**src/hdl/radio_pkg.sv**
```systemverilog
/*
 * Shared definitions for one daughterboard radio slot:
 *   sample, component, bus word and GPIO word types
 *   LED vector and ATR state encoding
 *   settings register offsets and readback offsets
 */

package radio_pkg;

   // ----------------------------------------------------------------------
   // data types
   // ----------------------------------------------------------------------
   typedef logic        [31:0] sample_t;    // {I[15:0], Q[15:0]}, both signed
   typedef logic signed [15:0] comp_t;      // one I or Q component
   typedef logic        [7:0]  set_addr_t;  // settings / readback address
   typedef logic        [31:0] set_data_t;  // settings write word
   typedef logic        [63:0] rb_data_t;   // readback word
   typedef logic        [31:0] gpio_word_t; // daughterboard gpio pins
   typedef logic        [2:0]  led_t;       // {rx, txrx_tx, txrx_rx}

   // encoding is {tx_running, rx_running}
   typedef enum logic [1:0] {
      atr_idle = 2'd0,
      atr_rx   = 2'd1,
      atr_tx   = 2'd2,
      atr_full = 2'd3
   } atr_state_t;

   // ----------------------------------------------------------------------
   // settings register offsets, added to SR_BASE
   // ----------------------------------------------------------------------
   localparam set_addr_t SR_GPIO_IDLE = 8'd0;   // gpio word, neither path running
   localparam set_addr_t SR_GPIO_RX   = 8'd1;   // receive only
   localparam set_addr_t SR_GPIO_TX   = 8'd2;   // transmit only
   localparam set_addr_t SR_GPIO_FULL = 8'd3;   // full duplex
   localparam set_addr_t SR_GPIO_DDR  = 8'd4;   // 1 = pin driven by fpga
   localparam set_addr_t SR_MISC_OUT  = 8'd5;
   localparam set_addr_t SR_TX_FE_OFS = 8'd48;  // tx front end dc offset
   localparam set_addr_t SR_RX_FE_OFS = 8'd64;  // rx front end dc offset

   // ----------------------------------------------------------------------
   // readback offsets, added to RB_BASE
   // ----------------------------------------------------------------------
   localparam set_addr_t RB_MISC_IN  = 8'd0;
   localparam set_addr_t RB_GPIO_IN  = 8'd1;
   localparam set_addr_t RB_GPIO_OUT = 8'd2;

endpackage

```
**src/hdl/db_gpio_atr.sv**
```systemverilog
/*
 * ATR driven daughterboard gpio:
 *   atr state from the rx / tx running flags
 *   registered pin word per state plus direction word
 *   registered radio LEDs
 */

module db_gpio_atr import radio_pkg::*; (
   input  logic       radio_clk,
   input  logic       i_reset,
   input  logic       i_rx_running,
   input  logic       i_tx_running,
   // per state pin words from the settings block
   input  gpio_word_t i_gpio_idle,
   input  gpio_word_t i_gpio_rx,
   input  gpio_word_t i_gpio_tx,
   input  gpio_word_t i_gpio_full,
   input  gpio_word_t i_gpio_ddr,
   // to the pins
   output gpio_word_t o_db_gpio_out,
   output gpio_word_t o_db_gpio_ddr,
   output led_t       o_led
);

   atr_state_t atr_state;

   assign atr_state = atr_state_t'({i_tx_running, i_rx_running});

   // ----------------------------------------------------------------------
   // pin word select, one cycle from a flag change to the pins
   // ----------------------------------------------------------------------
   always_ff @(posedge radio_clk) begin
      if (i_reset) begin
         o_db_gpio_out <= '0;
         o_db_gpio_ddr <= '0;
      end else begin
         case (atr_state)
            atr_idle: o_db_gpio_out <= i_gpio_idle;
            atr_rx:   o_db_gpio_out <= i_gpio_rx;
            atr_tx:   o_db_gpio_out <= i_gpio_tx;
            default:  o_db_gpio_out <= i_gpio_full;  // atr_full
         endcase
         o_db_gpio_ddr <= i_gpio_ddr;
      end
   end

   // LEDs follow the same timing as the pins
   always_ff @(posedge radio_clk) begin
      if (i_reset) begin
         o_led <= '0;
      end else begin
         o_led <= {i_rx_running,                   // rx
                   i_tx_running,                   // txrx_tx
                   i_rx_running & ~i_tx_running};  // txrx_rx, rx on shared port
      end
   end

endmodule

```
**src/hdl/db_settings.sv**
```systemverilog
/*
 * Settings register block for one daughterboard slot:
 *   write decode against SR_BASE into gpio, misc and offset registers
 *   registered misc input, misc output straight from its register
 *   readback mux against RB_BASE with a fixed one cycle ack
 */

module db_settings import radio_pkg::*; #(
   parameter set_addr_t SR_BASE = 8'd160,
   parameter set_addr_t RB_BASE = 8'd16
) (
   input  logic       radio_clk,
   input  logic       i_reset,
   // settings bus
   input  logic       i_set_stb,
   input  set_addr_t  i_set_addr,
   input  set_data_t  i_set_data,
   // readback
   input  logic       i_rb_stb,
   input  set_addr_t  i_rb_addr,
   output logic       o_rb_ack,
   output rb_data_t   o_rb_data,
   // misc and gpio status
   input  set_data_t  i_misc_in,
   output set_data_t  o_misc_out,
   input  gpio_word_t i_db_gpio_in,
   input  gpio_word_t i_db_gpio_out,  // current pin word from the atr block
   // configuration to neighbours
   output gpio_word_t o_gpio_idle,
   output gpio_word_t o_gpio_rx,
   output gpio_word_t o_gpio_tx,
   output gpio_word_t o_gpio_full,
   output gpio_word_t o_gpio_ddr,
   output sample_t    o_rx_ofs,
   output sample_t    o_tx_ofs
);

   // absolute addresses
   localparam set_addr_t A_GPIO_IDLE = SR_BASE + SR_GPIO_IDLE;
   localparam set_addr_t A_GPIO_RX   = SR_BASE + SR_GPIO_RX;
   localparam set_addr_t A_GPIO_TX   = SR_BASE + SR_GPIO_TX;
   localparam set_addr_t A_GPIO_FULL = SR_BASE + SR_GPIO_FULL;
   localparam set_addr_t A_GPIO_DDR  = SR_BASE + SR_GPIO_DDR;
   localparam set_addr_t A_MISC_OUT  = SR_BASE + SR_MISC_OUT;
   localparam set_addr_t A_TX_OFS    = SR_BASE + SR_TX_FE_OFS;
   localparam set_addr_t A_RX_OFS    = SR_BASE + SR_RX_FE_OFS;

   localparam set_addr_t A_RB_MISC_IN  = RB_BASE + RB_MISC_IN;
   localparam set_addr_t A_RB_GPIO_IN  = RB_BASE + RB_GPIO_IN;
   localparam set_addr_t A_RB_GPIO_OUT = RB_BASE + RB_GPIO_OUT;

   set_data_t misc_in_q;  // i_misc_in one cycle late

   // ----------------------------------------------------------------------
   // settings writes, live in the cycle after the strobe
   // ----------------------------------------------------------------------
   always_ff @(posedge radio_clk) begin
      if (i_reset) begin
         o_gpio_idle <= '0;
         o_gpio_rx   <= '0;
         o_gpio_tx   <= '0;
         o_gpio_full <= '0;
         o_gpio_ddr  <= '0;  // all pins inputs out of reset
         o_misc_out  <= '0;
         o_rx_ofs    <= '0;
         o_tx_ofs    <= '0;
      end else if (i_set_stb) begin
         case (i_set_addr)
            A_GPIO_IDLE: o_gpio_idle <= i_set_data;
            A_GPIO_RX:   o_gpio_rx   <= i_set_data;
            A_GPIO_TX:   o_gpio_tx   <= i_set_data;
            A_GPIO_FULL: o_gpio_full <= i_set_data;
            A_GPIO_DDR:  o_gpio_ddr  <= i_set_data;
            A_MISC_OUT:  o_misc_out  <= i_set_data;
            A_TX_OFS:    o_tx_ofs    <= i_set_data;  // {I ofs, Q ofs}
            A_RX_OFS:    o_rx_ofs    <= i_set_data;
            default:     ;                           // not ours, drop it
         endcase
      end
   end

   // misc input retimed every cycle
   always_ff @(posedge radio_clk) begin
      misc_in_q <= i_misc_in;
   end

   // ----------------------------------------------------------------------
   // readback, answered exactly one cycle after i_rb_stb
   // ----------------------------------------------------------------------
   always_ff @(posedge radio_clk) begin
      if (i_reset) begin
         o_rb_ack <= 1'b0;
      end else begin
         o_rb_ack <= i_rb_stb;
      end
   end

   always_ff @(posedge radio_clk) begin
      if (i_rb_stb) begin
         case (i_rb_addr)
            A_RB_MISC_IN:  o_rb_data <= {32'd0, misc_in_q};
            A_RB_GPIO_IN:  o_rb_data <= {32'd0, i_db_gpio_in};
            A_RB_GPIO_OUT: o_rb_data <= {32'd0, i_db_gpio_out};
            default:       o_rb_data <= '0;  // unmapped reads as zero
         endcase
      end
   end

endmodule

```
**src/hdl/fe_dc_offset.sv**
```systemverilog
/*
 * Front end dc offset stage:
 *   signed I and Q offset add with saturation to COMP_W bits
 *   one register stage, strobe delayed with the data
 */

module fe_dc_offset import radio_pkg::*; #(
   parameter int COMP_W = 16  // saturation width, at most 16
) (
   input  logic    radio_clk,
   input  logic    i_reset,
   input  logic    i_stb,
   input  sample_t i_sample,
   input  sample_t i_offset,
   output logic    o_stb,
   output sample_t o_sample
);

   localparam int SAT_MAX = (1 << (COMP_W - 1)) - 1;
   localparam int SAT_MIN = -(1 << (COMP_W - 1));

   comp_t in_i, in_q;    // split sample
   comp_t ofs_i, ofs_q;  // split offset

   // add with one guard bit, then clamp
   function automatic comp_t add_sat(comp_t a, comp_t b);
      logic signed [16:0] sum;
      sum = {a[15], a} + {b[15], b};
      if (sum > SAT_MAX) begin
         return comp_t'(SAT_MAX);
      end else if (sum < SAT_MIN) begin
         return comp_t'(SAT_MIN);
      end
      return sum[15:0];
   endfunction

   assign in_i  = i_sample[31:16];
   assign in_q  = i_sample[15:0];
   assign ofs_i = i_offset[31:16];
   assign ofs_q = i_offset[15:0];

   always_ff @(posedge radio_clk) begin
      if (i_reset) begin
         o_stb <= 1'b0;
      end else begin
         o_stb <= i_stb;
      end
   end

   // sample only moves with its strobe
   always_ff @(posedge radio_clk) begin
      if (i_stb) begin
         o_sample <= {add_sat(in_i, ofs_i), add_sat(in_q, ofs_q)};
      end
   end

endmodule

```
**src/hdl/radio_core.sv**
```systemverilog
/*
 * Radio clock slice of one daughterboard slot:
 *   settings and readback block
 *   ATR gpio and LED drive
 *   rx / tx sample paths with dc offset and baseband substitution
 */

module radio_core import radio_pkg::*; #(
   parameter set_addr_t SR_BASE = 8'd160,
   parameter set_addr_t RB_BASE = 8'd16,
   parameter int        COMP_W  = 16
) (
   input  logic       radio_clk,
   input  logic       i_reset,
   // settings bus and readback
   input  logic       i_set_stb,
   input  set_addr_t  i_set_addr,
   input  set_data_t  i_set_data,
   input  logic       i_rb_stb,
   input  set_addr_t  i_rb_addr,
   output logic       o_rb_ack,
   output rb_data_t   o_rb_data,
   // atr flags
   input  logic       i_rx_running,
   input  logic       i_tx_running,
   // sample streams
   input  logic       i_rx_stb,
   input  sample_t    i_rx_sample,
   input  logic       i_tx_stb,
   input  sample_t    i_tx_sample,
   input  sample_t    i_bb_rx_sample,
   input  sample_t    i_bb_tx_sample,
   output logic       o_rx_stb,
   output sample_t    o_rx_sample,
   output logic       o_tx_stb,
   output sample_t    o_tx_sample,
   // pins
   input  gpio_word_t i_db_gpio_in,
   output gpio_word_t o_db_gpio_out,
   output gpio_word_t o_db_gpio_ddr,
   output led_t       o_led,
   input  set_data_t  i_misc_in,
   output set_data_t  o_misc_out
);

   gpio_word_t gpio_idle, gpio_rx, gpio_tx, gpio_full, gpio_ddr;  // atr config
   sample_t    rx_ofs, tx_ofs;                                   // fe config

   db_settings #(.SR_BASE(SR_BASE), .RB_BASE(RB_BASE)) db_settings_i (
      .radio_clk     (radio_clk),
      .i_reset       (i_reset),
      .i_set_stb     (i_set_stb),
      .i_set_addr    (i_set_addr),
      .i_set_data    (i_set_data),
      .i_rb_stb      (i_rb_stb),
      .i_rb_addr     (i_rb_addr),
      .o_rb_ack      (o_rb_ack),
      .o_rb_data     (o_rb_data),
      .i_misc_in     (i_misc_in),
      .o_misc_out    (o_misc_out),
      .i_db_gpio_in  (i_db_gpio_in),
      .i_db_gpio_out (o_db_gpio_out),  // pin word read back
      .o_gpio_idle   (gpio_idle),
      .o_gpio_rx     (gpio_rx),
      .o_gpio_tx     (gpio_tx),
      .o_gpio_full   (gpio_full),
      .o_gpio_ddr    (gpio_ddr),
      .o_rx_ofs      (rx_ofs),
      .o_tx_ofs      (tx_ofs)
   );

   db_gpio_atr db_gpio_atr_i (
      .radio_clk     (radio_clk),
      .i_reset       (i_reset),
      .i_rx_running  (i_rx_running),
      .i_tx_running  (i_tx_running),
      .i_gpio_idle   (gpio_idle),
      .i_gpio_rx     (gpio_rx),
      .i_gpio_tx     (gpio_tx),
      .i_gpio_full   (gpio_full),
      .i_gpio_ddr    (gpio_ddr),
      .o_db_gpio_out (o_db_gpio_out),
      .o_db_gpio_ddr (o_db_gpio_ddr),
      .o_led         (o_led)
   );

   radio_stream_path #(.COMP_W(COMP_W)) radio_stream_path_i (
      .radio_clk      (radio_clk),
      .i_reset        (i_reset),
      .i_rx_running   (i_rx_running),
      .i_tx_running   (i_tx_running),
      .i_rx_stb       (i_rx_stb),
      .i_rx_sample    (i_rx_sample),
      .i_tx_stb       (i_tx_stb),
      .i_tx_sample    (i_tx_sample),
      .i_bb_rx_sample (i_bb_rx_sample),
      .i_bb_tx_sample (i_bb_tx_sample),
      .i_rx_ofs       (rx_ofs),
      .i_tx_ofs       (tx_ofs),
      .o_rx_stb       (o_rx_stb),
      .o_rx_sample    (o_rx_sample),
      .o_tx_stb       (o_tx_stb),
      .o_tx_sample    (o_tx_sample)
   );

endmodule

```
**src/hdl/radio_stream_path.sv**
```systemverilog
/*
 * Radio sample paths, two cycles each way:
 *   tx   host / baseband source select, then dc offset
 *   rx   dc offset, then baseband substitution while running
 */

module radio_stream_path import radio_pkg::*; #(
   parameter int COMP_W = 16
) (
   input  logic    radio_clk,
   input  logic    i_reset,
   input  logic    i_rx_running,
   input  logic    i_tx_running,
   // from the adc side and the host
   input  logic    i_rx_stb,
   input  sample_t i_rx_sample,
   input  logic    i_tx_stb,
   input  sample_t i_tx_sample,
   // baseband engine samples
   input  sample_t i_bb_rx_sample,
   input  sample_t i_bb_tx_sample,
   // front end offsets
   input  sample_t i_rx_ofs,
   input  sample_t i_tx_ofs,
   output logic    o_rx_stb,
   output sample_t o_rx_sample,
   output logic    o_tx_stb,
   output sample_t o_tx_sample
);

   logic    tx_sel_stb;     // stage 1 of tx
   sample_t tx_sel_sample;
   logic    rx_fe_stb;      // stage 1 of rx
   sample_t rx_fe_sample;

   // ----------------------------------------------------------------------
   // transmit
   // ----------------------------------------------------------------------
   always_ff @(posedge radio_clk) begin
      if (i_reset) begin
         tx_sel_stb <= 1'b0;
      end else begin
         tx_sel_stb <= i_tx_stb;
      end
   end

   always_ff @(posedge radio_clk) begin
      if (i_tx_stb) begin
         // baseband engine owns the dac while tx runs
         tx_sel_sample <= i_tx_running ? i_bb_tx_sample : i_tx_sample;
      end
   end

   fe_dc_offset #(.COMP_W(COMP_W)) tx_fe_i (
      .radio_clk (radio_clk),
      .i_reset   (i_reset),
      .i_stb     (tx_sel_stb),
      .i_sample  (tx_sel_sample),
      .i_offset  (i_tx_ofs),
      .o_stb     (o_tx_stb),
      .o_sample  (o_tx_sample)
   );

   // ----------------------------------------------------------------------
   // receive
   // ----------------------------------------------------------------------
   fe_dc_offset #(.COMP_W(COMP_W)) rx_fe_i (
      .radio_clk (radio_clk),
      .i_reset   (i_reset),
      .i_stb     (i_rx_stb),
      .i_sample  (i_rx_sample),
      .i_offset  (i_rx_ofs),
      .o_stb     (rx_fe_stb),
      .o_sample  (rx_fe_sample)
   );

   always_ff @(posedge radio_clk) begin
      if (i_reset) begin
         o_rx_stb <= 1'b0;
      end else begin
         o_rx_stb <= rx_fe_stb;
      end
   end

   // substitution sits after correction, baseband samples go out uncorrected
   always_ff @(posedge radio_clk) begin
      if (rx_fe_stb) begin
         o_rx_sample <= i_rx_running ? i_bb_rx_sample : rx_fe_sample;
      end
   end

endmodule

```
**config.mk**
```make
export PLATFORM = sky130hd
export DESIGN_NAME = radio_core
export DESIGN_NICKNAME = d
export VERILOG_FILES = /design/src/hdl/radio_pkg.sv /design/src/hdl/db_gpio_atr.sv /design/src/hdl/db_settings.sv /design/src/hdl/fe_dc_offset.sv /design/src/hdl/radio_core.sv /design/src/hdl/radio_stream_path.sv
export SDC_FILE = /design/constraint.sdc
export NUM_CORES = 1
export LEC_CHECK = 0
export BUFFER_PORTS_ARGS = -buffer_cell sky130_fd_sc_hd__buf_2
export CORE_MARGIN = 2
export CORE_UTILIZATION = 35
export DETAILED_ROUTE_END_ITERATION = 8
export PLACE_DENSITY = 0.59
export SETUP_SLACK_MARGIN = 0.4
export SLEW_MARGIN = 30
export SYNTH_ARGS = -nofsm -noshare
export SYNTH_HDL_FRONTEND = slang
export SYNTH_SLANG_ARGS = --single-unit
```
**constraint.sdc**
```tcl
create_clock -name radio_clk -period 3.85 [get_ports radio_clk]
set_input_delay 0.77 -clock radio_clk [delete_from_list [all_inputs] [get_ports radio_clk]]
set_output_delay 0.77 -clock radio_clk [all_outputs]
set_load 0.05 [all_outputs]
```
==> flow_summary_export.csv, run 1 <==
group,metric,value,unit
layout,fin_nets,2949,
grt,grtUsageTotal,20.1,%
die,initial_core_util,35.5,%
detailed_routing,drc_errors,0,
detailed_routing,ant_nets,0,
layout,final_cell_mix,"nand2_1, buf_2, dfxtp_1",
power,pwr_density_cell,478,mW/mm2
worst_setup_path,path_delay_family,"compound AO/OA/AOI/OAI gates",
worst_setup_path,worstPathRequired,4220,ps
logic_synthesis,yosys_warnings,0,
grt,grt_max_degree,145,
power,vdd_drop_max,365,uV
sta,fin_ws,739,ps
cts,clk_path_buf_depth,3,
layout,final_common_cell,"nand2_1",
placed_design,dp_cells,3418,
detailed_routing,drt_pre_antenna_iters,5,
die,core-area,0.0632,mm2
cts,cts_root_buffer,"clkbuf_16",
die,die_y,257,um
placed_design,gp_congestion,0.869,
logic_synthesis,ys_ff_latch,520,
run_status,status,"complete, no violations",
logic_synthesis,synth_edf_count,160,
grt,grt_pass1_vias,17400,
hold_path,min-delay-start,"i_misc_in[19]",
worst_setup_path,reg2reg_slack,740,ps
cts,hold_buffers,0,
worst_setup_path,crit_path_max_fanout,16,
die,rows,92,
die,die-area,0.0661,mm2
die,dieWidth,257,um
worst_setup_path,critical_path.endpoint_type,"register",
placed_design,place_hpwl,47.9,mm
logic_synthesis,synth_cells,2260,
sta,rsz0062_at_grt,"false",
worst_setup_path,path_buf_inv,0,
logic_synthesis,async_flop_share,0,%
layout,drive_above_1_share,26.4,%
worst_setup_path,arrival,3490,ps
detailed_routing,viasPerCell,4.93,
layout,syn_to_final_growth,21.6,%
cts,clk_pin_slew,60,ps
hold_path,hold_end,"db_settings_i.misc_in_q[19]",
cts,cts_resized,0,
hold_path,whs_path_depth,1,
sta,hold_violations,0,
sta,slew_viol_final,0,
grt,grt_overflow,0,
hold_path,hp-class,"in -> reg",
placed_design,post-place-ws,253,ps
detailed_routing,finalWirelength,68.2,mm
grt,antenna_found_initial,7,
die,io_pins,478,
sta,fin_crit_sh,80.8,%
sta,fin_crit,3110,ps
worst_setup_path,crit_path_cell_trace,"ha_1, fa_1, a21oi_1, o211ai_1, a221oi_2, o21ai_1, nand4_1, a22oi_2, maj3_1",
cts,cts_sinks,520,
cts,post_cts_buffers,0,
cts,cts_buffers,59,
worst_setup_path,r2r_cells,9,
logic_synthesis,syn_avg_cell_area,9.92,um2
layout,layout.cells.non_filler,3532,
sta,worst_pin_slew,992,ps
worst_setup_path,cpPeakStageDelay,450,ps
detailed_routing,via_count,17400,
detailed_routing,drt_iter0_drc,967,
logic_synthesis,ys_seq_area_share,53.6,%
sta,fin_setup_tns,0,ps
power,leakage,10.8,nW
placed_design,io_buffer_count,445,
logic_synthesis,synth_ff_type,"dfxtp_1",
flow_run,maxCapViolCount,0,
worst_setup_path,r2r-start,"radio_stream_path_i.tx_sel_sample[0]",
cts,cts.htree.levels,2,
sta,setup_viol,0,
detailed_routing,wl_per_cell,19.3,um
logic_synthesis,yosysUniqueCellTypes,75,
sta,fin_skew,13.6,ps
sta,slew-limit-headroom,33.8,%
sta,fmax,321,MHz
cts,cts_tree,"done",
worst_setup_path,crit_type,"reg -> reg",
worst_setup_path,start_kind,"register",
logic_synthesis,synth_area,0.0224,mm2
cts,clock_latency,630,ps
worst_setup_path,worst_r2r_endpoint,"radio_stream_path_i.tx_fe_i.o_sample[4]",
worst_setup_path,cp.depth,9,
worst_setup_path,cpMaxStageDelayCell,"maj3_1",
grt,grt_pass1_wl,103,mm
cell families after synthesis:
kind of cell,Yosys count,share of synthesized area [%]
AOI/OAI and AO/OA,478,12.1
xor gates and xnor gates,50,1.99
adders and majority gates,93,5.10
buffers and inverters,212,4.70
DFF,520,53.6
muxes,130,7.95
other,1,0.0167
and+or+nand+nor,776,14.6
metrics by stage:
| step | area [um2] | total power [mW] | hold WS, ps | utilization (%) |
|---|---|---|---|---|
| 2_1_floorplan | 22500 | 6.76 | 432 | - |
| 3_3_place_gp | 25100 | 7.12 | 438 | 39.8 |
| 3_5_place_dp | 25100 | 7.13 | 443 | 39.8 |
| 4_1_cts | 27300 | 13.2 | 196 | 43.1 |
| 5_1_grt | 27300 | 13.5 | 207 | 43.1 |
| 6_report | 27300 | 13.0 | 242 | 43.1 |
per-layer routing:
metal	track usage (%)	part of all wire, %	wire [um]
met3	5.00	7.1	4820
met4	7.67	3.6	2430
met5	0	0.084	57
met1	24.8	42	28600
met2	33.8	47	32300
flip-flops by register name, summed over array words and instances (netlist names):
signal,flops
radio_stream_path_i.tx_fe_i.o_sample,32
radio_stream_path_i.tx_fe_i.o_stb,1
db_settings_i.o_rx_ofs,32
db_settings_i.o_tx_ofs,32
db_gpio_atr_i.o_led,3
db_settings_i.o_misc_out,32
db_settings_i.o_rb_ack,1
radio_stream_path_i.tx_sel_sample,32
db_gpio_atr_i.o_db_gpio_ddr,32
db_settings_i.o_rb_data,32
db_settings_i.o_gpio_full,32
radio_stream_path_i.rx_fe_i.o_stb,1
db_settings_i.o_gpio_ddr,32
db_settings_i.o_gpio_tx,32
db_settings_i.misc_in_q,32
radio_stream_path_i.tx_sel_stb,1
db_settings_i.o_gpio_rx,32
db_settings_i.o_gpio_idle,32
radio_stream_path_i.o_rx_sample,32
radio_stream_path_i.rx_fe_i.o_sample,32
radio_stream_path_i.o_rx_stb,1
db_gpio_atr_i.o_db_gpio_out,32
worst max-delay path by stage:
stage	to	startpoint	slack, ps
2_1_floorplan	radio_stream_path_i.rx_fe_i.o_sample[14]	i_rx_sample[0]	730
3_3_place_gp	radio_stream_path_i.rx_fe_i.o_sample[2]	i_rx_sample[0]	310
3_5_place_dp	radio_stream_path_i.rx_fe_i.o_sample[4]	i_rx_sample[0]	250
4_1_cts	radio_stream_path_i.tx_fe_i.o_sample[4]	radio_stream_path_i.tx_sel_sample[0]	750
5_1_grt	radio_stream_path_i.rx_fe_i.o_sample[3]	db_settings_i.o_rx_ofs[0]	500
6_report	radio_stream_path_i.tx_fe_i.o_sample[4]	radio_stream_path_i.tx_sel_sample[0]	740
layout make-up:
cell class / count / area, um2
fill: 6092 / 35900
sequential: 520 / 12000
multi-input combinational: 1559 / 9500
timing repair buffer: 474 / 2490
clock buffer: 84 / 1750
tap: 846 / 1060
clock inverter: 28 / 383
inverter: 19 / 71.3
antenna: 2 / 5.00
cells in the mapped netlist (all sizes together), types with 7 or more instances:
library cell    n  area (um2)
inv            19        71.3
nand2         553        2080
mux2           64         721
nand2b          7        43.8
ha             64         801
nor2b          77         482
xor2           23         201
buf            73         531
o211ai          9        67.6
a21oi         347        1740
nor3            7        35.0
edfxtp        160        4800
mux2i          34         340
o21ai          42         214
clkbuf        120         452
a21o           19         143
xnor2          27         244
maj3           25         263
dfxtp         360        7210
nand3           8        45.0
nor2           92         350
o21a            7        52.6
and2            7        43.8
mux4           32         721
a211oi          7        65.1
power by group:
group          switching [mW]  internal (mW)
Sequential             0.0560           5.81
Clock                    2.38           3.65
Combinational           0.787          0.354
Total                    3.22           9.82
worst register-to-register path: cells and delay by family (launching register included):
kind / cells / cell delay, ps
flops: 1 / 420
simple gates: 1 / 120
compound gates: 5 / 1200
fa+ha+maj: 3 / 1110
No activity file was read; power rests on OpenSTA's default activity.
==> run 2: changes to the inputs <==
--- a/config.mk
+++ b/config.mk
@@ -9,7 +9,7 @@
 export CORE_MARGIN = 2
 export CORE_UTILIZATION = 35
 export DETAILED_ROUTE_END_ITERATION = 8
-export PLACE_DENSITY = 0.59
+export PLACE_DENSITY = 0.61
 export SETUP_SLACK_MARGIN = 0.4
 export SLEW_MARGIN = 30
 export SYNTH_ARGS = -nofsm -noshare
==> constraint.sdc (replaced) <==
create_clock -name radio_clk -period 2.6 [get_ports radio_clk]
set_input_delay 0.52 -clock radio_clk [delete_from_list [all_inputs] [get_ports radio_clk]]
set_output_delay 0.52 -clock radio_clk [all_outputs]
set_load 0.05 [all_outputs]
==> flow_summary_export.csv, run 2 (same netlist as run 1, synthesis figures left out) <==
group,metric,value,unit
run_status,status,"complete, but fails checks",
run_status,violations,"setup timing",
power,clockPowerShare,44.9,%
cts,cts_root_buffer,"clkbuf_16",
cts,cts_buffers,57,
sta,fmax,385,MHz
layout,final_common_cell,"nand2_1",
die,core-area,0.0632,mm2
die,io_pins,478,
power,power_frac_seq,44.9,%
detailed_routing,drt_pre_antenna_iters,5,
worst_setup_path,worst_r2r_endpoint,"radio_stream_path_i.tx_fe_i.o_sample[13]",
sta,fin_crit_sh,100,%
power,switchingPower,4.86,mW
sta,fin_crit,2600,ps
worst_setup_path,crit_path_max_fanout,8,
die,die_y,257,um
cts,clk_path_buf_depth,3,
grt,grt_overflow,0,
flow_run,maxCapViolCount,0,
worst_setup_path,crit_type,"reg -> reg",
cts,cts.htree.levels,2,
grt,grtUsageTotal,20.9,%
detailed_routing,drc_errors,0,
detailed_routing,finalWirelength,71.0,mm
cts,cts_sinks,520,
hold_path,hp-class,"in -> reg",
sta,rsz0062_at_grt,"true",
hold_path,hold_end,"radio_stream_path_i.tx_sel_sample[17]",
worst_setup_path,arrival,2980,ps
sta,fin_skew,16.5,ps
grt,antenna_found_initial,7,
worst_setup_path,reg2reg_slack,-0.4,ps
power,p_int,14.5,mW
power,leakage,11.7,nW
sta,hold_violations,0,
grt,grt_max_degree,94,
worst_setup_path,start_kind,"register",
layout,fill_cells,5818,
layout,final_area,0.0295,mm2
layout,syn_to_final_growth,31.4,%
power,p_sw_share,25.1,%
die,dieWidth,257,um
detailed_routing,wl_per_cell,19.3,um
layout,layout.cells.non_filler,3675,
detailed_routing,viasPerCell,4.91,
grt,grt_pass1_wl,107,mm
placed_design,dp_cells,3496,
sta,slew_viol_final,0,
worst_setup_path,r2r-start,"radio_stream_path_i.tx_sel_sample[4]",
hold_path,min-delay-start,"i_tx_sample[17]",
detailed_routing,ant_nets,0,
placed_design,post-place-ws,-338,ps
sta,worst_pin_slew,853,ps
worst_setup_path,critical_path.endpoint_type,"register",
layout,drive_above_1_share,33.5,%
layout,utilization,46.6,%
cts,clk_pin_slew,60,ps
hold_path,whs_path_depth,2,
sta,setup_viol,1,
worst_setup_path,worstPathRequired,2980,ps
grt,grt_pass1_vias,18300,
sta,holdWs,194,ps
cts,clock_latency,630,ps
power,pwr_density_cell,657,mW/mm2
die,die-area,0.0661,mm2
layout,fin_nets,3096,
detailed_routing,via_count,18100,
power,vdd_drop_max,480,uV
placed_design,gp_congestion,0.867,
die,rows,92,
placed_design,placed_cell_area,0.0262,mm2
cts,cts_tree,"done",
power,combPwrFrac,10.3,%
die,initial_core_util,35.5,%
worst_setup_path,r2r_cells,9,
sta,slew-limit-headroom,43.1,%
placed_design,io_buffer_count,445,
sta,fin_ws,-0.387,ps
placed_design,place_hpwl,49.0,mm
layout,final_cell_mix,"nand2_1, buf_2, dfxtp_1",
detailed_routing,drt_iter0_drc,1140,
-- run 2: changes by cell type in the layout (fill, tap and decap cells not counted), moves of 17 or more --
cell | before | now
o21ai_0 | 36 | 12
dlygate4sd3_1 | 0 | 32
a21oi_1 | 346 | 324
buf_4 | 27 | 109
o21ai_2 | 1 | 24
ha_1 | 64 | 42
a21oi_2 | 1 | 18
buf_6 | 2 | 19
ha_4 | 0 | 19
-- run 2: through the flow --
stage               TNS [ps]  total power, mW
global placement       -5910             10.7
global route           -1420             20.0
detailed placement     -8470             10.7
finish                -0.387             19.4
CTS                     -600             19.5
floorplan               -797             10.1
-- run 2: timing repair --
item	4_1_cts	5_1_grt
setup buffers	24	9
gates resized for setup	65	52
endpoints found under the hold margin	32	0
cloned	6	0
hold buffers	32	0
pin swaps	60	48
setup endpoints to repair	63	63
-- run 2: worst max path at each step --
stage	depth (start not counted)	endpoint	slack, ps	from
after floorplan	8	radio_stream_path_i.rx_fe_i.o_sample[13]	-100	i_rx_sample[0]
final	9	radio_stream_path_i.tx_fe_i.o_sample[13]	-0.4	radio_stream_path_i.tx_sel_sample[4]
after global placement	10	radio_stream_path_i.rx_fe_i.o_sample[14]	-320	i_rx_sample[0]
after detailed placement	10	radio_stream_path_i.rx_fe_i.o_sample[14]	-340	i_rx_sample[0]
after global routing	10	radio_stream_path_i.tx_fe_i.o_sample[2]	-110	radio_stream_path_i.tx_sel_sample[0]
after CTS	10	radio_stream_path_i.tx_fe_i.o_sample[2]	-60	radio_stream_path_i.tx_sel_sample[0]
-- run 2: cell type report --
type | count | area (um2) | share of cell area [%]
Inverter | 19 | 71.3 | 0.242
Timing Repair Buffer | 618 | 3880 | 13.2
Clock inverter | 25 | 368 | 1.25
Antenna cell | 1 | 2.50 | 0.00849
Multi-Input combinational cell | 1564 | 10400 | 35.3
Clock buffer | 82 | 1670 | 5.65
Tap cell | 846 | 1060 | 3.59
Sequential cell | 520 | 12000 | 40.8
-- run 2: power groups by stage --
stage,Combinational [mW],Clock [mW],Sequential (mW)
floorplan,0.908,0,9.16
global placement,1.82,0,8.86
detailed placement,1.84,0,8.86
CTS,1.96,8.87,8.69
global route,2.12,9.21,8.70
finish,1.98,8.68,8.69
-- run 2: metal layers --
metal / track usage [%] / wire [um] / vias to the layer above / share of wire (%)
li1: - / - / 8745 / -
met1: 25.5 / 29500 / 8589 / 42
met5: 0 / 71 / - / 0.10
met2: 36.9 / 34900 / 608 / 49
met3: 4.84 / 4690 / 105 / 6.6
met4: 5.43 / 1850 / 10 / 2.6
-- run 2: worst max-delay path: stages (launching register included) --
cell and delay (ps):
edfxtp_1 380, ha_1 330, a21oi_2 260, o32ai_2 140, o2111ai_1 220, o211a_1 240, o21ai_4 80, buf_4 170
xnor2_4 190, maj3_2 340
==> run 3: changes to the inputs <==
--- a/config.mk
+++ b/config.mk
@@ -8,10 +8,12 @@
 export BUFFER_PORTS_ARGS = -buffer_cell sky130_fd_sc_hd__buf_2
 export CORE_MARGIN = 2
 export CORE_UTILIZATION = 35
+export CTS_BUF_LIST = sky130_fd_sc_hd__clkbuf_4
 export DETAILED_ROUTE_END_ITERATION = 8
-export PLACE_DENSITY = 0.61
+export PLACE_DENSITY = 0.6
 export SETUP_SLACK_MARGIN = 0.4
 export SLEW_MARGIN = 30
 export SYNTH_ARGS = -nofsm -noshare
 export SYNTH_HDL_FRONTEND = slang
+export SYNTH_HIERARCHICAL = 1
 export SYNTH_SLANG_ARGS = --single-unit
==> flow_summary_export.csv, run 3 <==
group,metric,value,unit
power,pwr_density_cell,570,mW/mm2
hold_path,hold_end,"db_settings_i/o_gpio_full[31]",
worst_setup_path,startpoint,"radio_stream_path_i/tx_sel_sample[0]",
worst_setup_path,reg2reg_slack,-30,ps
sta,setup_viol,5,
power,leakage,15.3,nW
sta,rsz0062_at_grt,"true",
worst_setup_path,critical_path.endpoint_type,"register",
worst_setup_path,crit_type,"reg -> reg",
layout,final_cell_mix,"mux2i_1, dfxtp_1, buf_2",
die,die-area,0.0711,mm2
sta,hold_violations,0,
logic_synthesis,yosysMostFrequentCell,"dfxtp_1",
die,core-area,0.0685,mm2
logic_synthesis,synth_edf_count,160,
layout,drive_above_1_share,38.2,%
die,io_pins,478,
logic_synthesis,syn_avg_cell_area,11.7,um2
worst_setup_path,start_kind,"register",
layout,layout.cells.non_filler,3857,
logic_synthesis,ys_ff_latch,520,
layout,final_common_cell,"mux2i_1",
grt,grt_pass1_vias,19700,
placed_design,post-place-ws,-460,ps
grt,grt_overflow,0,
worst_setup_path,r2r_cells,9,
grt,antenna_found_initial,12,
sta,fin_ws,-31.2,ps
logic_synthesis,ys_top_cells_by_count,"dfxtp_1, mux2i_1, nand2b_1, edfxtp_1, a21oi_1",
die,initial_core_util,35.3,%
detailed_routing,drt_iter0_drc,989,
worst_setup_path,worst_r2r_endpoint,"radio_stream_path_i/tx_fe_i/o_sample[8]",
worst_setup_path,crit_path_max_fanout,7,
grt,grtUsageTotal,20.5,%
placed_design,gp_congestion,0.903,
hold_path,hp-class,"in -> reg",
grt,grt_max_degree,96,
hold_path,min-delay-start,"i_set_addr[0]",
placed_design,dp_cells,3370,
sta,fin_crit,2630,ps
logic_synthesis,yosys_warnings,6,
worst_setup_path,r2r-start,"radio_stream_path_i/tx_sel_sample[0]",
logic_synthesis,yosys.area.top_type_share,29.8,%
logic_synthesis,ys_seq_area_share,49.7,%
flow_run,maxCapViolCount,0,
cts,cts_buffers,147,
sta,slew_viol_final,0,
logic_synthesis,yosys-top-cells-area,"dfxtp_1, edfxtp_1, mux2i_1, nand2b_1, mux2_4",
sta,fmax,380,MHz
worst_setup_path,worstPathRequired,3280,ps
cts,clk_path_buf_depth,3,
detailed_routing,drc_errors,0,
logic_synthesis,synth_cells,2070,
worst_setup_path,crit_path_cell_trace,"ha_4, fa_2, a211oi_2, o21a_1, a221o_1, a21bo_2, o21ai_4, buf_6, maj3_2",
run_status,status,"complete, but fails checks",
detailed_routing,finalWirelength,75.1,mm
worst_setup_path,cpMaxStageDelayCell,"edfxtp_1",
detailed_routing,viasPerCell,4.86,
hold_path,whs_path_depth,3,
sta,fin_setup_tns,-53.7,ps
layout,fin_nets,3171,
placed_design,place_hpwl,48.9,mm
placed_design,placed_cell_area,0.0279,mm2
cts,clock_latency,960,ps
cts,cts_root_buffer,"clkbuf_4",
sta,fin_skew,61.7,ps
detailed_routing,drt_pre_antenna_iters,5,
sta,worst_pin_slew,863,ps
detailed_routing,wl_per_cell,19.5,um
layout,final_area,0.0333,mm2
placed_design,io_buffer_count,445,
die,dieWidth,267,um
power,vdd_drop_max,294,uV
logic_synthesis,synth_ff_type,"dfxtp_1",
cts,cts_tree,"done",
grt,grt_pass1_wl,110,mm
run_status,violations,"setup timing",
sta,slew-limit-headroom,42.5,%
worst_setup_path,arrival,3310,ps
detailed_routing,via_count,18700,
die,rows,96,
logic_synthesis,async_flop_share,0,%
die,die_y,267,um
layout,utilization,48.6,%
detailed_routing,ant_nets,0,
cts,cts_sinks,520,
layout,fill_cells,6153,
logic_synthesis,yosysUniqueCellTypes,84,
worst_setup_path,cpPeakStageDelay,440,ps
logic_synthesis,synth_area,0.0242,mm2
sta,fin_crit_sh,101,%
cts,cts.htree.levels,4,
cts,clk_pin_slew,70,ps
logic_synthesis,yosys.area.top_type,"dfxtp_1",
layout,syn_to_final_growth,37.8,%
-- run 3: changes by cell type in the layout (fill, tap and decap cells not counted), sizes merged, moves of 33 or more --
cell         before  now
a21oi           347   94
dlygate4sd3      32  178
nand2b            7  293
or2               2   35
mux2i            34  357
nand2           554   65
clkbuf           82  217
nor2             93   35
-- run 3: worst max-delay path by stage --
stage / to / slack (ps) / cells past startpoint
5_1_grt: radio_stream_path_i/tx_fe_i/o_sample[21] / -90 / 11
6_report: radio_stream_path_i/tx_fe_i/o_sample[8] / -30 / 9
3_3_place_gp: radio_stream_path_i/rx_fe_i/o_sample[19] / -420 / 9
3_5_place_dp: radio_stream_path_i/rx_fe_i/o_sample[19] / -460 / 9
4_1_cts: radio_stream_path_i/tx_fe_i/o_sample[18] / 0.8 / 11
2_1_floorplan: radio_stream_path_i/rx_fe_i/o_sample[16] / -220 / 9
-- run 3: power breakdown --
group	total [mW]	switching, mW	internal [mW]	leakage (nW)
Combinational	2.48	1.39	1.09	9.62
Sequential	8.70	0.0931	8.61	4.51
Clock	7.80	3.65	4.15	1.14
Total	19.0	5.13	13.9	15.3
-- run 3: repair_timing --
| action | CTS | global route |
|---|---|---|
| buffers inserted | 21 | 11 |
| cloned | 8 | 0 |
| setup endpoints to repair | 199 | 67 |
| endpoints found under the hold margin | 267 | 0 |
| pin swaps | 55 | 30 |
| hold buffers | 178 | 0 |
| resized for setup | 325 | 52 |
-- run 3: kinds of logic (layout without fill, tap and decap cells) --
logic type               count (synthesis)  count (layout)  synth area share (%)
adder cells (fa/ha/maj)                104             104                  5.21
other                                    1              37                0.0155
AO/OA/AOI/OAI                          252             256                  6.84
multiplexers                           422             422                  18.8
XOR/XNOR                                49              51                  1.84
AND/OR/NAND/NOR                        525             527                  12.8
flip-flops                             520             520                  49.7
buffers and inverters                  197            1058                  4.82
-- run 3: per-layer routing --
metal / vias up / share of wire (%) / GRT usage [%]
li1: 8911 / - / -
met1: 9026 / 42 / 24.0
met2: 623 / 49 / 34.8
met3: 166 / 5.9 / 5.50
met4: 8 / 3.3 / 9.73
met5: - / 0.073 / 0
-- run 3: worst max-delay path, delay by kind of cell, from the launching register on --
family / cells / cell delay, ps
AOI/OAI and AO/OA: 5 / 960
adders and majority gates: 3 / 840
buffers and inverters: 1 / 150
DFF: 1 / 440
-- run 3: cell type report --
cell class                 instances  area, um2  share of cell area (%)
sequential                       520      12100                    36.2
multi-input combinational       1392      12000                    36.2
timing repair buffer             773       6050                    18.2
clock buffer                     217       1630                    4.89
tap                              882       1100                    3.31
clock inverter                    47        309                   0.928
inverter                          21       78.8                   0.237
antenna                            5       12.5                  0.0376
-- run 3: per-stage QoR --
| step | power [mW] | hold WS, ps |
|---|---|---|
| after floorplan | 10.2 | 435 |
| after global placement | 10.9 | 453 |
| after detailed placement | 10.9 | 450 |
| after CTS | 19.2 | 0.500 |
| after global routing | 19.9 | 66.7 |
| final | 19.0 | 153 |
